**src/cpu_pkg.sv**
```systemverilog
package cpu_pkg;

	// Register word.
	typedef logic [31:0] uint32_t;

	// HI in the upper half, LO in the lower half.
	typedef logic [63:0] uint64_t;

	// Operations known to the execute stage.
	typedef enum logic [5:0] {
		OP_SLL,
		OP_MADD,
		OP_MADDU,
		OP_MSUB,
		OP_MSUBU,
		OP_MUL,
		OP_MULT,
		OP_MULTU,
		OP_DIV,
		OP_DIVU,
		OP_MFHI,
		OP_MFLO,
		OP_MTHI,
		OP_MTLO
	} oper_t;

	// Decoder output for one slot.
	typedef struct packed {
		oper_t op;
		logic  is_multicyc;
	} decoded_instr_t;

	// Decoded instruction with its register operands.
	typedef struct packed {
		decoded_instr_t decoded;
		uint32_t        reg1;
		uint32_t        reg2;
	} pipeline_decode_t;

endpackage

```
**src/div_unit.sv**
```systemverilog
`timescale 1ns/1ps

module div_unit #(
	parameter int DIV_BITS = 1
) (
	input  logic             clk,
	input  logic             rst,
	input  logic             start,
	input  cpu_pkg::uint32_t dividend,
	input  cpu_pkg::uint32_t divisor,
	output cpu_pkg::uint32_t quotient,
	output cpu_pkg::uint32_t remainder,
	output logic             done
);
	import cpu_pkg::*;

	localparam int STEPS = 32 / DIV_BITS;

	uint32_t rem_q;
	uint32_t quo_q;
	uint32_t den_q;
	uint32_t rem_d;
	uint32_t quo_d;
	logic [5:0] count;
	logic busy;

	// Restoring steps, dividend bits shift out as quotient bits shift in.
	always_comb begin
		logic [32:0] trial;
		logic fits;
		rem_d = rem_q;
		quo_d = quo_q;
		for (int i = 0; i < DIV_BITS; i++) begin
			trial = {rem_d, quo_d[31]};
			fits = trial >= {1'b0, den_q};
			if (fits) begin
				trial = trial - {1'b0, den_q};
			end
			rem_d = trial[31:0];
			quo_d = {quo_d[30:0], fits};
		end
	end

	always_ff @(posedge clk) begin
		if (start) begin
			rem_q <= '0;
			quo_q <= dividend;
			den_q <= divisor;
		end else if (busy) begin
			rem_q <= rem_d;
			quo_q <= quo_d;
		end
	end

	always_ff @(posedge clk) begin
		if (rst) begin
			busy  <= 1'b0;
			count <= '0;
			done  <= 1'b0;
		end else begin
			done <= 1'b0;
			if (start) begin
				busy  <= 1'b1;
				count <= '0;
			end else if (busy) begin
				count <= count + 6'd1;
				if (count == 6'(STEPS - 1)) begin
					busy <= 1'b0;
					done <= 1'b1;
				end
			end
		end
	end

	assign quotient  = quo_q;
	assign remainder = rem_q;

	// The execute unit must not restart a division in flight.
	a_no_start_busy: assert property (@(posedge clk) disable iff (rst) start |-> !busy);

endmodule

```
**src/exec_top.sv**
```systemverilog
`timescale 1ns/1ps

module exec_top #(
	parameter int DIV_BITS = 1
) (
	input  logic                            clk,
	input  logic                            rst,
	input  logic                            stall,
	input  logic                            flush,
	input  cpu_pkg::pipeline_decode_t [1:0] request,
	output logic                            stall_req,
	output cpu_pkg::uint32_t                reg_o,
	output cpu_pkg::uint64_t                hilo
);
	import cpu_pkg::*;

	uint64_t hilo_next;
	logic commit;

	multi_cycle_exec #(
		.DIV_BITS(DIV_BITS)
	) multi_cycle_exec_i (
		.clk      (clk),
		.rst      (rst),
		.stall    (stall),
		.flush    (flush),
		.request  (request),
		.stall_req(stall_req),
		.hilo_cur (hilo),
		.hilo_next(hilo_next),
		.reg_o    (reg_o),
		.commit   (commit)
	);

	hilo_reg hilo_reg_i (
		.clk      (clk),
		.rst      (rst),
		.commit   (commit),
		.hilo_next(hilo_next),
		.hilo     (hilo)
	);

endmodule

```
**src/hilo_reg.sv**
```systemverilog
`timescale 1ns/1ps

module hilo_reg (
	input  logic             clk,
	input  logic             rst,
	input  logic             commit,
	input  cpu_pkg::uint64_t hilo_next,
	output cpu_pkg::uint64_t hilo
);

	// Architectural HI/LO pair.
	always_ff @(posedge clk) begin
		if (rst) begin
			hilo <= '0;
		end else if (commit) begin
			hilo <= hilo_next;
		end
	end

endmodule

```
**src/mul_unit.sv**
```systemverilog
`timescale 1ns/1ps

module mul_unit (
	input  logic             clk,
	input  logic             rst,
	input  cpu_pkg::uint32_t a,
	input  cpu_pkg::uint32_t b,
	output cpu_pkg::uint64_t product
);
	import cpu_pkg::*;

	uint32_t pp_hh;
	uint32_t pp_hl;
	uint32_t pp_lh;
	uint32_t pp_ll;

	// Stage one, four 16x16 partial products.
	always_ff @(posedge clk) begin
		if (rst) begin
			pp_hh <= '0;
			pp_hl <= '0;
			pp_lh <= '0;
			pp_ll <= '0;
		end else begin
			pp_hh <= 32'(a[31:16]) * 32'(b[31:16]);
			pp_hl <= 32'(a[31:16]) * 32'(b[15:0]);
			pp_lh <= 32'(a[15:0]) * 32'(b[31:16]);
			pp_ll <= 32'(a[15:0]) * 32'(b[15:0]);
		end
	end

	// Stage two, middle terms line up at bit 16.
	always_ff @(posedge clk) begin
		if (rst) begin
			product <= '0;
		end else begin
			product <= {pp_hh, pp_ll} + (64'(pp_hl) << 16) + (64'(pp_lh) << 16);
		end
	end

endmodule

```
**src/multi_cycle_exec.sv**
```systemverilog
`timescale 1ns/1ps

module multi_cycle_exec #(
	parameter int DIV_BITS = 1
) (
	input  logic                            clk,
	input  logic                            rst,
	input  logic                            stall,
	input  logic                            flush,
	input  cpu_pkg::pipeline_decode_t [1:0] request,
	output logic                            stall_req,
	input  cpu_pkg::uint64_t                hilo_cur,
	output cpu_pkg::uint64_t                hilo_next,
	output cpu_pkg::uint32_t                reg_o,
	output logic                            commit
);
	import cpu_pkg::*;

	typedef enum logic [1:0] {
		IDLE,
		WAIT,
		FINISH
	} state_t;

	state_t state, state_d;
	pipeline_decode_t sel;
	oper_t op;
	logic [1:0] is_multicyc;
	logic [1:0] cyc_cnt;
	logic accept, data_ready, div_start, div_done, op_div, negate;
	uint32_t reg1, reg2, abs_a, abs_b, sel_abs1, sel_abs2;
	uint32_t abs_quo, abs_rem, div_quo, div_rem, reg_ret;
	uint64_t hilo_cap, product, mul_result, hilo_ret;

	function automatic logic signed_op(oper_t o);
		return o inside {OP_MADD, OP_MSUB, OP_MUL, OP_MULT, OP_DIV};
	endfunction

	// Slot 1 has priority.
	assign is_multicyc = {request[1].decoded.is_multicyc, request[0].decoded.is_multicyc};
	assign sel = is_multicyc[1] ? request[1] : request[0];
	assign sel_abs1 = (signed_op(sel.decoded.op) && sel.reg1[31]) ? -sel.reg1 : sel.reg1;
	assign sel_abs2 = (signed_op(sel.decoded.op) && sel.reg2[31]) ? -sel.reg2 : sel.reg2;

	assign accept    = state == IDLE && |is_multicyc && !flush;
	assign div_start = accept && sel.decoded.op inside {OP_DIV, OP_DIVU};
	assign stall_req = !((state == IDLE && !(|is_multicyc)) || state == FINISH);
	assign commit    = state == FINISH && !stall && !flush;

	always_comb begin
		state_d = state;
		unique case (state)
			IDLE:   if (|is_multicyc) state_d = WAIT;
			WAIT:   if (data_ready) state_d = FINISH;
			FINISH: if (!stall) state_d = IDLE;
			default: state_d = IDLE;
		endcase
	end

	always_ff @(posedge clk) begin
		if (rst || flush) begin
			state <= IDLE;
		end else begin
			state <= state_d;
		end
	end

	// Operands and HI/LO captured at acceptance.
	always_ff @(posedge clk) begin
		if (rst) begin
			op <= OP_SLL;
		end else if (accept) begin
			op <= sel.decoded.op;
		end
	end

	always_ff @(posedge clk) begin
		if (accept) begin
			reg1     <= sel.reg1;
			reg2     <= sel.reg2;
			abs_a    <= sel_abs1;
			abs_b    <= sel_abs2;
			hilo_cap <= hilo_cur;
		end
	end

	// Two multiplier stages plus the final add.
	always_ff @(posedge clk) begin
		if (rst || flush) begin
			cyc_cnt <= '0;
		end else if (accept) begin
			cyc_cnt <= (sel.decoded.op inside {OP_MADD, OP_MADDU, OP_MSUB, OP_MSUBU,
				OP_MUL, OP_MULT, OP_MULTU}) ? 2'd2 : 2'd0;
		end else if (state == WAIT && cyc_cnt != '0) begin
			cyc_cnt <= cyc_cnt - 2'd1;
		end
	end

	assign op_div     = op inside {OP_DIV, OP_DIVU};
	assign data_ready = op_div ? div_done : (cyc_cnt == '0);

	mul_unit mul_unit_i (
		.clk    (clk),
		.rst    (rst),
		.a      (abs_a),
		.b      (abs_b),
		.product(product)
	);

	div_unit #(
		.DIV_BITS(DIV_BITS)
	) div_unit_i (
		.clk      (clk),
		.rst      (rst || flush),
		.start    (div_start),
		.dividend (sel_abs1),
		.divisor  (sel_abs2),
		.quotient (abs_quo),
		.remainder(abs_rem),
		.done     (div_done)
	);

	// Remainder follows the dividend sign.
	assign negate     = signed_op(op) && (reg1[31] ^ reg2[31]);
	assign mul_result = negate ? -product : product;
	assign div_quo    = negate ? -abs_quo : abs_quo;
	assign div_rem    = (signed_op(op) && reg1[31]) ? -abs_rem : abs_rem;

	always_comb begin
		case (op)
			OP_MADD, OP_MADDU: hilo_ret = hilo_cap + mul_result;
			OP_MSUB, OP_MSUBU: hilo_ret = hilo_cap - mul_result;
			OP_MULT, OP_MULTU: hilo_ret = mul_result;
			OP_DIV, OP_DIVU:   hilo_ret = {div_rem, div_quo};
			OP_MTHI:           hilo_ret = {reg1, hilo_cap[31:0]};
			OP_MTLO:           hilo_ret = {hilo_cap[63:32], reg1};
			default:           hilo_ret = hilo_cap;
		endcase
	end

	always_comb begin
		case (op)
			OP_MUL:  reg_ret = mul_result[31:0];
			OP_MFHI: reg_ret = hilo_cap[63:32];
			OP_MFLO: reg_ret = hilo_cap[31:0];
			default: reg_ret = '0;
		endcase
	end

	// Held through FINISH.
	always_ff @(posedge clk) begin
		if (rst) begin
			hilo_next <= '0;
			reg_o     <= '0;
		end else if (state == WAIT && data_ready) begin
			hilo_next <= hilo_ret;
			reg_o     <= reg_ret;
		end
	end

	// Back-pressure keeps the result steady.
	a_finish_hold: assert property (@(posedge clk) disable iff (rst || flush)
		(state == FINISH && stall) |=>
			(state == FINISH) && $stable(hilo_next) && $stable(reg_o));

	// Fixed-length operations leave WAIT within three cycles.
	a_wait_bounded: assert property (@(posedge clk) disable iff (rst || flush)
		(state == WAIT && !op_div) |-> ##[0:2] data_ready);

endmodule

```
**config.mk**
```make
export PLATFORM = sky130hd
export DESIGN_NAME = exec_top
export DESIGN_NICKNAME = d
export VERILOG_FILES = /design/src/cpu_pkg.sv /design/src/div_unit.sv /design/src/exec_top.sv /design/src/hilo_reg.sv /design/src/mul_unit.sv /design/src/multi_cycle_exec.sv
export SDC_FILE = /design/constraint.sdc
export NUM_CORES = 2
export LEC_CHECK = 0
export BUFFER_PORTS_ARGS = -buffer_cell sky130_fd_sc_hd__buf_4
export CELL_PAD_IN_SITES_DETAIL_PLACEMENT = 1
export CELL_PAD_IN_SITES_GLOBAL_PLACEMENT = 1
export CORE_AREA = 2 2 384 386
export DETAILED_ROUTE_END_ITERATION = 7
export DIE_AREA = 0 0 386 388
export PLACE_DENSITY_LB_ADDON = 0.1
export SYNTH_ARGS = -nofsm -noshare
export SYNTH_HDL_FRONTEND = slang
export SYNTH_HIERARCHICAL = 1
export SYNTH_SLANG_ARGS = --single-unit
```
**constraint.sdc**
```tcl
create_clock -name clk -period 10.73 [get_ports clk]
set_clock_uncertainty 0.1 [all_clocks]
set_input_delay 0.5365 -clock clk [delete_from_list [all_inputs] [get_ports clk]]
set_output_delay 0.5365 -clock clk [all_outputs]
set_load 0.02 [all_outputs]
```
# Word-level counts from Yosys, hierarchy flattened
# Cells that the tools add are included.
[classes] n_addsub=12 mul=4 div_mod_pow=0 order_cmp=1 n_eq_ne=28 shift=0 muxes=23 bitwise_logic=2 n_reduce_logical=36
[op_table] op="$pmux W64 S6" n=1
[op_table] op="$mux W32" n=7
[op_table] op="$add A64 B48 Y64" n=2
[op_table] op="$mul A16 B16 Y32" n=4
[op_table] op="$neg A32 Y32" n=4
[op_table] op="$pmux W32 S3" n=1
[op_table] op="$mux W71" n=1
[op_table] op="$add A64 B64 Y64" n=1
[op_table] op="$mux W64" n=1
[op_table] op="$neg A64 Y64" n=1
[op_table] op="$sub A64 B64 Y64" n=1
[op_table] op="$eq A6 B3 Y1 const B" n=8
[op_table] op="$eq A6 B4 Y1 const B" n=8
[op_table] op="$ge A33 B32 Y1" n=1
[op_table] op="$sub A32 B32 Y32" n=1
[op_table] op="$eq A6 B2 Y1 const B" n=4
[op_table] op="$eq A6 B1 Y1 const B" n=2
[op_table] op="$logic_and A1 B1 Y1" n=12
[op_table] op="$mux W2" n=6
[op_table] op="$reduce_or A2 Y1" n=6
[op_table] op="$reduce_bool A2 Y1" n=5
[op_table] op="$reduce_bool A5 Y1" n=2
[op_table] op="$reduce_bool A7 Y1" n=1
[op_table] op="$add A6 B1 Y6 const B" n=1
[op_table] op="other kinds (15)" n=25
[word_totals] register_bits=658 latch_bits=0 ramBits=0 mem_bits_ro=0 inputBits=146 output_inout_bits=97 word_cells=128 n_memories=0

# Logic depth before layout (Yosys ltp)
[depth] depth_word=6 mapped_depth=28 mapped_depth_nobuf=25

# Hierarchy
# The synthesis kept the hierarchy.
[modules_own_cells] module="mul_unit" n_inst=1 cells_each=4669 area_each_um2=41323.4 seq_area_each_um2=3843.7
[modules_own_cells] module="multi_cycle_exec" n_inst=1 cells_each=2705 area_each_um2=22673.0 seq_area_each_um2=6926.6
[modules_own_cells] module="div_unit" n_inst=1 cells_each=607 area_each_um2=6015.8 seq_area_each_um2=2722.6
[modules_own_cells] module="hilo_reg" n_inst=1 cells_each=206 area_each_um2=2290.9 seq_area_each_um2=1281.2

# Worst setup path before layout
# No wires, ideal clock.
[synth_path] kind="input -> register" startpoint="input port request[135] (netlist bit)" endpoint="register multi_cycle_exec_i.abs_a[10], enable pin" setup_ns=0.588 arrival_ns=7.296 required_time_ns=10.042 slack_ns=2.746 cell_stages=8 path_buffers=6 path_cell_list="clkbuf_1 -> buf_1 -> buf_2 -> buf_1 -> clkbuf_1 -> o21ai_0 -> nor3_1 -> clkbuf_1"
[synth_via] elab_chain_len=3
[synth_rtl] element="start: declaration" line="exec_top.sv:10" source="input cpu_pkg::pipeline_decode_t [1:0] request,"
[synth_rtl] element="$reduce_or A2 Y1" line="multi_cycle_exec.sv:45" source="assign accept = state == IDLE && |is_multicyc && !flush;"
[synth_rtl] element="$logic_and A1 B1 Y1 (2 in a row)" line="multi_cycle_exec.sv:45"
[synth_rtl] element="named net multi_cycle_exec_i.accept" line="multi_cycle_exec.sv:30" source="logic accept, data_ready, div_start, div_done, op_div, negate;"
[synth_rtl] element="end signal: assignment" line="multi_cycle_exec.sv:81" source="abs_a <= sel_abs1;"
[synth_rtl] element="end: declaration" line="multi_cycle_exec.sv:31" source="uint32_t reg1, reg2, abs_a, abs_b, sel_abs1, sel_abs2;"
# The timed path passes the listed nets, and every way through them passes these cells.
# A chain may end at the register's enable or synchronous reset.

# Worst setup path in the final report
[layout_path] startpoint="register multi_cycle_exec_i.op[3]" endpoint="register multi_cycle_exec_i.hilo_next[62]"
[layout_via] elab_chain_len=6 elab_cells_between_ends=26 cone_classes="add/sub (2); eq/ne (11); mux (4); reduce/logical (9)"
[layout_rtl] element="start: declaration" line="multi_cycle_exec.sv:27" source="oper_t op;"
[layout_rtl] element="start signal: assignment" line="multi_cycle_exec.sv:73" source="op <= sel.decoded.op;"
[layout_rtl] element="$eq A6 B1 Y1 (tied with other cells)" line="multi_cycle_exec.sv:36, multi_cycle_exec.sv:130"
[layout_rtl] element="$reduce_bool A5 Y1" line="multi_cycle_exec.sv:36" source="return o inside {OP_MADD, OP_MSUB, OP_MUL, OP_MULT, OP_DIV};"
[layout_rtl] element="$logic_and A1 B1 Y1" line="multi_cycle_exec.sv:124" source="assign negate = signed_op(op) && (reg1[31] ^ reg2[31]);"
[layout_rtl] element="$mux W64" line="multi_cycle_exec.sv:125" source="assign mul_result = negate ? -product : product;"
[layout_rtl] element="$sub A64 B64 Y64 or $add A64 B64 Y64 (tied branches)" line="multi_cycle_exec.sv:132, multi_cycle_exec.sv:131"
[layout_rtl] element="$pmux W64 S6" line="multi_cycle_exec.sv:130" source="case (op)"
[layout_rtl] element="end signal: assignment" line="multi_cycle_exec.sv:156" source="hilo_next <= hilo_ret;"
[layout_rtl] element="end: declaration" line="multi_cycle_exec.sv:13" source="output cpu_pkg::uint64_t hilo_next,"
# Several ways; a longest one is shown, not always the timed one.

==> flow_metrics.tcl <==
set metrics [dict create \
    fin_setup_tns_ps 0 \
    crit_start "multi_cycle_exec_i/op[3]" \
    slew_headroom -0.02339 \
    coreArea_um2 145200 \
    drt_iter0_drc 5081 \
    via_count 62180 \
    ys_seq_area_frac 0.2043 \
    clk_pin_slew_ps 60 \
    start_util 0.4979 \
    finalHoldViolations 0 \
    portBuffers 242 \
    die_h_um 388 \
    clockBufferDepth 3 \
    cp_slowest_cell "o311ai_0" \
    cts_sinks 626 \
    hold_class "in2reg" \
    synth_flop_cell "dfxtp_1" \
    setup_viol 0 \
    nets 9685 \
    wirelength_mm 296.7 \
    grt.overflow.total 0 \
    path_common_cell "nand2_1" \
    syn_area_per_cell_um2 8.831 \
    ys_top_cells_by_area "fa_1 (22%), dfxtp_1 (11%), ha_1 (9.5%), edfxtp_1 (9.3%), inv_1 (5.5%)" \
    clock_latency_ps 730 \
    drv_cap 1 \
    antenna_found_initial 21 \
    fillers 16820 \
    endpoint "multi_cycle_exec_i/hilo_next[62]" \
    crit_path_end_kind "register" \
    grt_pass1_wl_mm 435.5 \
    antenna_left 0 \
    num_rows 140 \
    grt_max_degree 109 \
    grt_pass1_vias 65870 \
    critical_path_peak_fanout 27 \
    io_pins 243 \
    multi_input_area_um2 51800 \
    drc 0 \
    synth_edf_count 224 \
    wl_per_cell_um 29.21 \
    r2r_slack_ps 2430 \
    drive_gt1_frac 0.08012 \
    cp.depth 20 \
    die-area_um2 149800 \
    rsz0062_at_grt "false" \
    clockRootBuffer "clkbuf_16" \
    cts_made_buffers 74 \
    start_kind "register" \
    cp_num_buf_inv 1 \
    async_flop_share 0 \
    grt_usage 0.3941 \
    vias_per_cell 6.120 \
    crit_required_ps 11230 \
    outcome "finished, violations left" \
    crit_arrival_ps 8800 \
    dp_hpwl_mm 230.1 \
    register_area_um2 14780 \
    synth_seq_cells 626 \
    finalCritPeriodShare 0.7735 \
    worst_slew_pin_slew_ps 1526 \
    die_w_um 386 \
    post_cts_resize_count 0 \
    cp_top_family "compound AO/OA/AOI/OAI gates" \
    tritoncts "done" \
    critPathMaxStageDelay_ps 1060 \
    period_needed_ps 8300 \
    synth_cell_types 116 \
    synth_nets 9695 \
    r2r-start "multi_cycle_exec_i/op[3]" \
    yosysWarningCount 6 \
    synthDominantAreaCellType "fa_1" \
    htreeDepth 3 \
    final_common_cell "inv_1" \
    routabilityCongestion 1.028 \
    synth_area_um2 72300 \
    cp_cell_sequence "nor2b_1, nand2_1, a21oi_4, buf_4, a21boi_0, a2111o_1, nor4_2, and3_1, nor2_1, xnor2_1, ha_1, and3_1, nand2_1, o311ai_0, o21ai_0, o21ba_2, o41a_1, o31ai_1, a2bb2oi_1, nand2_1" \
    max_freq_ghz 0.1205 \
    critPathKind "reg2reg" \
    r2r-end "multi_cycle_exec_i/hilo_next[62]" \
    yosysTopAreaCellShare 0.2245 \
    worst-r2r-cell-count 20 \
    drt_pre_antenna_iters 6 \
    netlist_instances 8187 \
    violations "capacitance limit, slew limit" \
    final_cell_mix "inv_1 (1059), nand2_1 (880), fa_1 (811)" \
    synthToLayoutAreaGrowth_pct 8.353 \
    slew_violations 2 \
]
worst min path at each step:
stage | depth (start not counted) | from | slack [ps] | to
after global placement | 1 | multi_cycle_exec_i/mul_unit_i/pp_ll[11] | 320 | multi_cycle_exec_i/mul_unit_i/product[11]
after global routing | 2 | rst | 110 | hilo_reg_i/hilo[60]
after detailed placement | 1 | multi_cycle_exec_i/mul_unit_i/pp_ll[12] | 330 | multi_cycle_exec_i/mul_unit_i/product[12]
after floorplan | 1 | multi_cycle_exec_i/mul_unit_i/pp_ll[0] | 310 | multi_cycle_exec_i/mul_unit_i/product[0]
after CTS | 3 | flush | 60 | multi_cycle_exec_i/div_unit_i/busy
final | 2 | rst | 90 | hilo_reg_i/hilo[52]
worst reg2reg max path: cells and delay by family, from the launching register on:
family	cells	cell delay, ps
adders and majority gates	1	480
xor gates and xnor gates	1	180
AOI/OAI and AO/OA	9	4270
DFF	1	490
buffers and inverters	1	420
and+or+nand+nor	8	2230
cells by family (layout without fill, tap and decap cells):
family | Yosys count | count (layout) | synth area share
flops | 626 | 626 | 0.2043
buf+inv | 1513 | 1564 | 0.08055
other cells | 0 | 5 | 0
compound gates | 1384 | 1384 | 0.1273
fa+ha+maj | 1362 | 1362 | 0.3199
mux | 272 | 272 | 0.03859
simple gates | 2576 | 2576 | 0.1740
xor+xnor | 454 | 454 | 0.05531
cell usage after synthesis (all sizes together), types with 37 or more instances:
cell / instances
fa: 811
nor2: 558
o211ai: 45
o21ai: 297
nor3: 120
clkbuf: 385
edfxtp: 224
nand2: 883
nand4: 72
and2: 509
or3: 50
ha: 551
nor2b: 66
nand3: 73
mux2: 54
buf: 69
nor4: 63
xor2: 200
o221ai: 85
dfxtp: 402
inv: 1059
a21oi: 388
o21bai: 43
a211oi: 48
xnor2: 254
and3: 37
nand2b: 37
a31oi: 62
a21o: 138
mux2i: 218
final cells by class:
class	count	area share
clock inverter	40	0.006947
inverter	1059	0.05074
tap	1917	0.03062
sequential	626	0.1886
multi-input combinational	6048	0.6611
clock buffer	97	0.02590
antenna	5	0.0001597
timing repair buffer	368	0.03584
per-stage QoR:
stage	hold WS [ps]	cell area (um^2)	utilization	cells	setup slack (ps)
floorplan	313.8	72300	-	8187	2746
global placement	321.9	75740	0.5216	10020	2743
detailed placement	328.3	75740	0.5216	10020	2631
CTS	61.72	78330	0.5394	10150	2586
global route	113.7	78330	0.5394	10160	2053
finish	93.12	78340	0.5395	10160	2430
per-layer routing:
metal	global-route usage	part of all wire
met3	0.06919	0.073
met2	0.6251	0.45
met4	0.2514	0.077
met5	0	0.00044
met1	0.4947	0.40
timing repair:
| item | in CTS | in global routing |
|---|---|---|
| hold buffers | 1 | 0 |
| endpoints found under the hold margin | 1 | 0 |
| setup buffers | 0 | 0 |
Power is not shown: default switching activity piles up to over one toggle a cycle in this logic, so the estimate is an artifact.
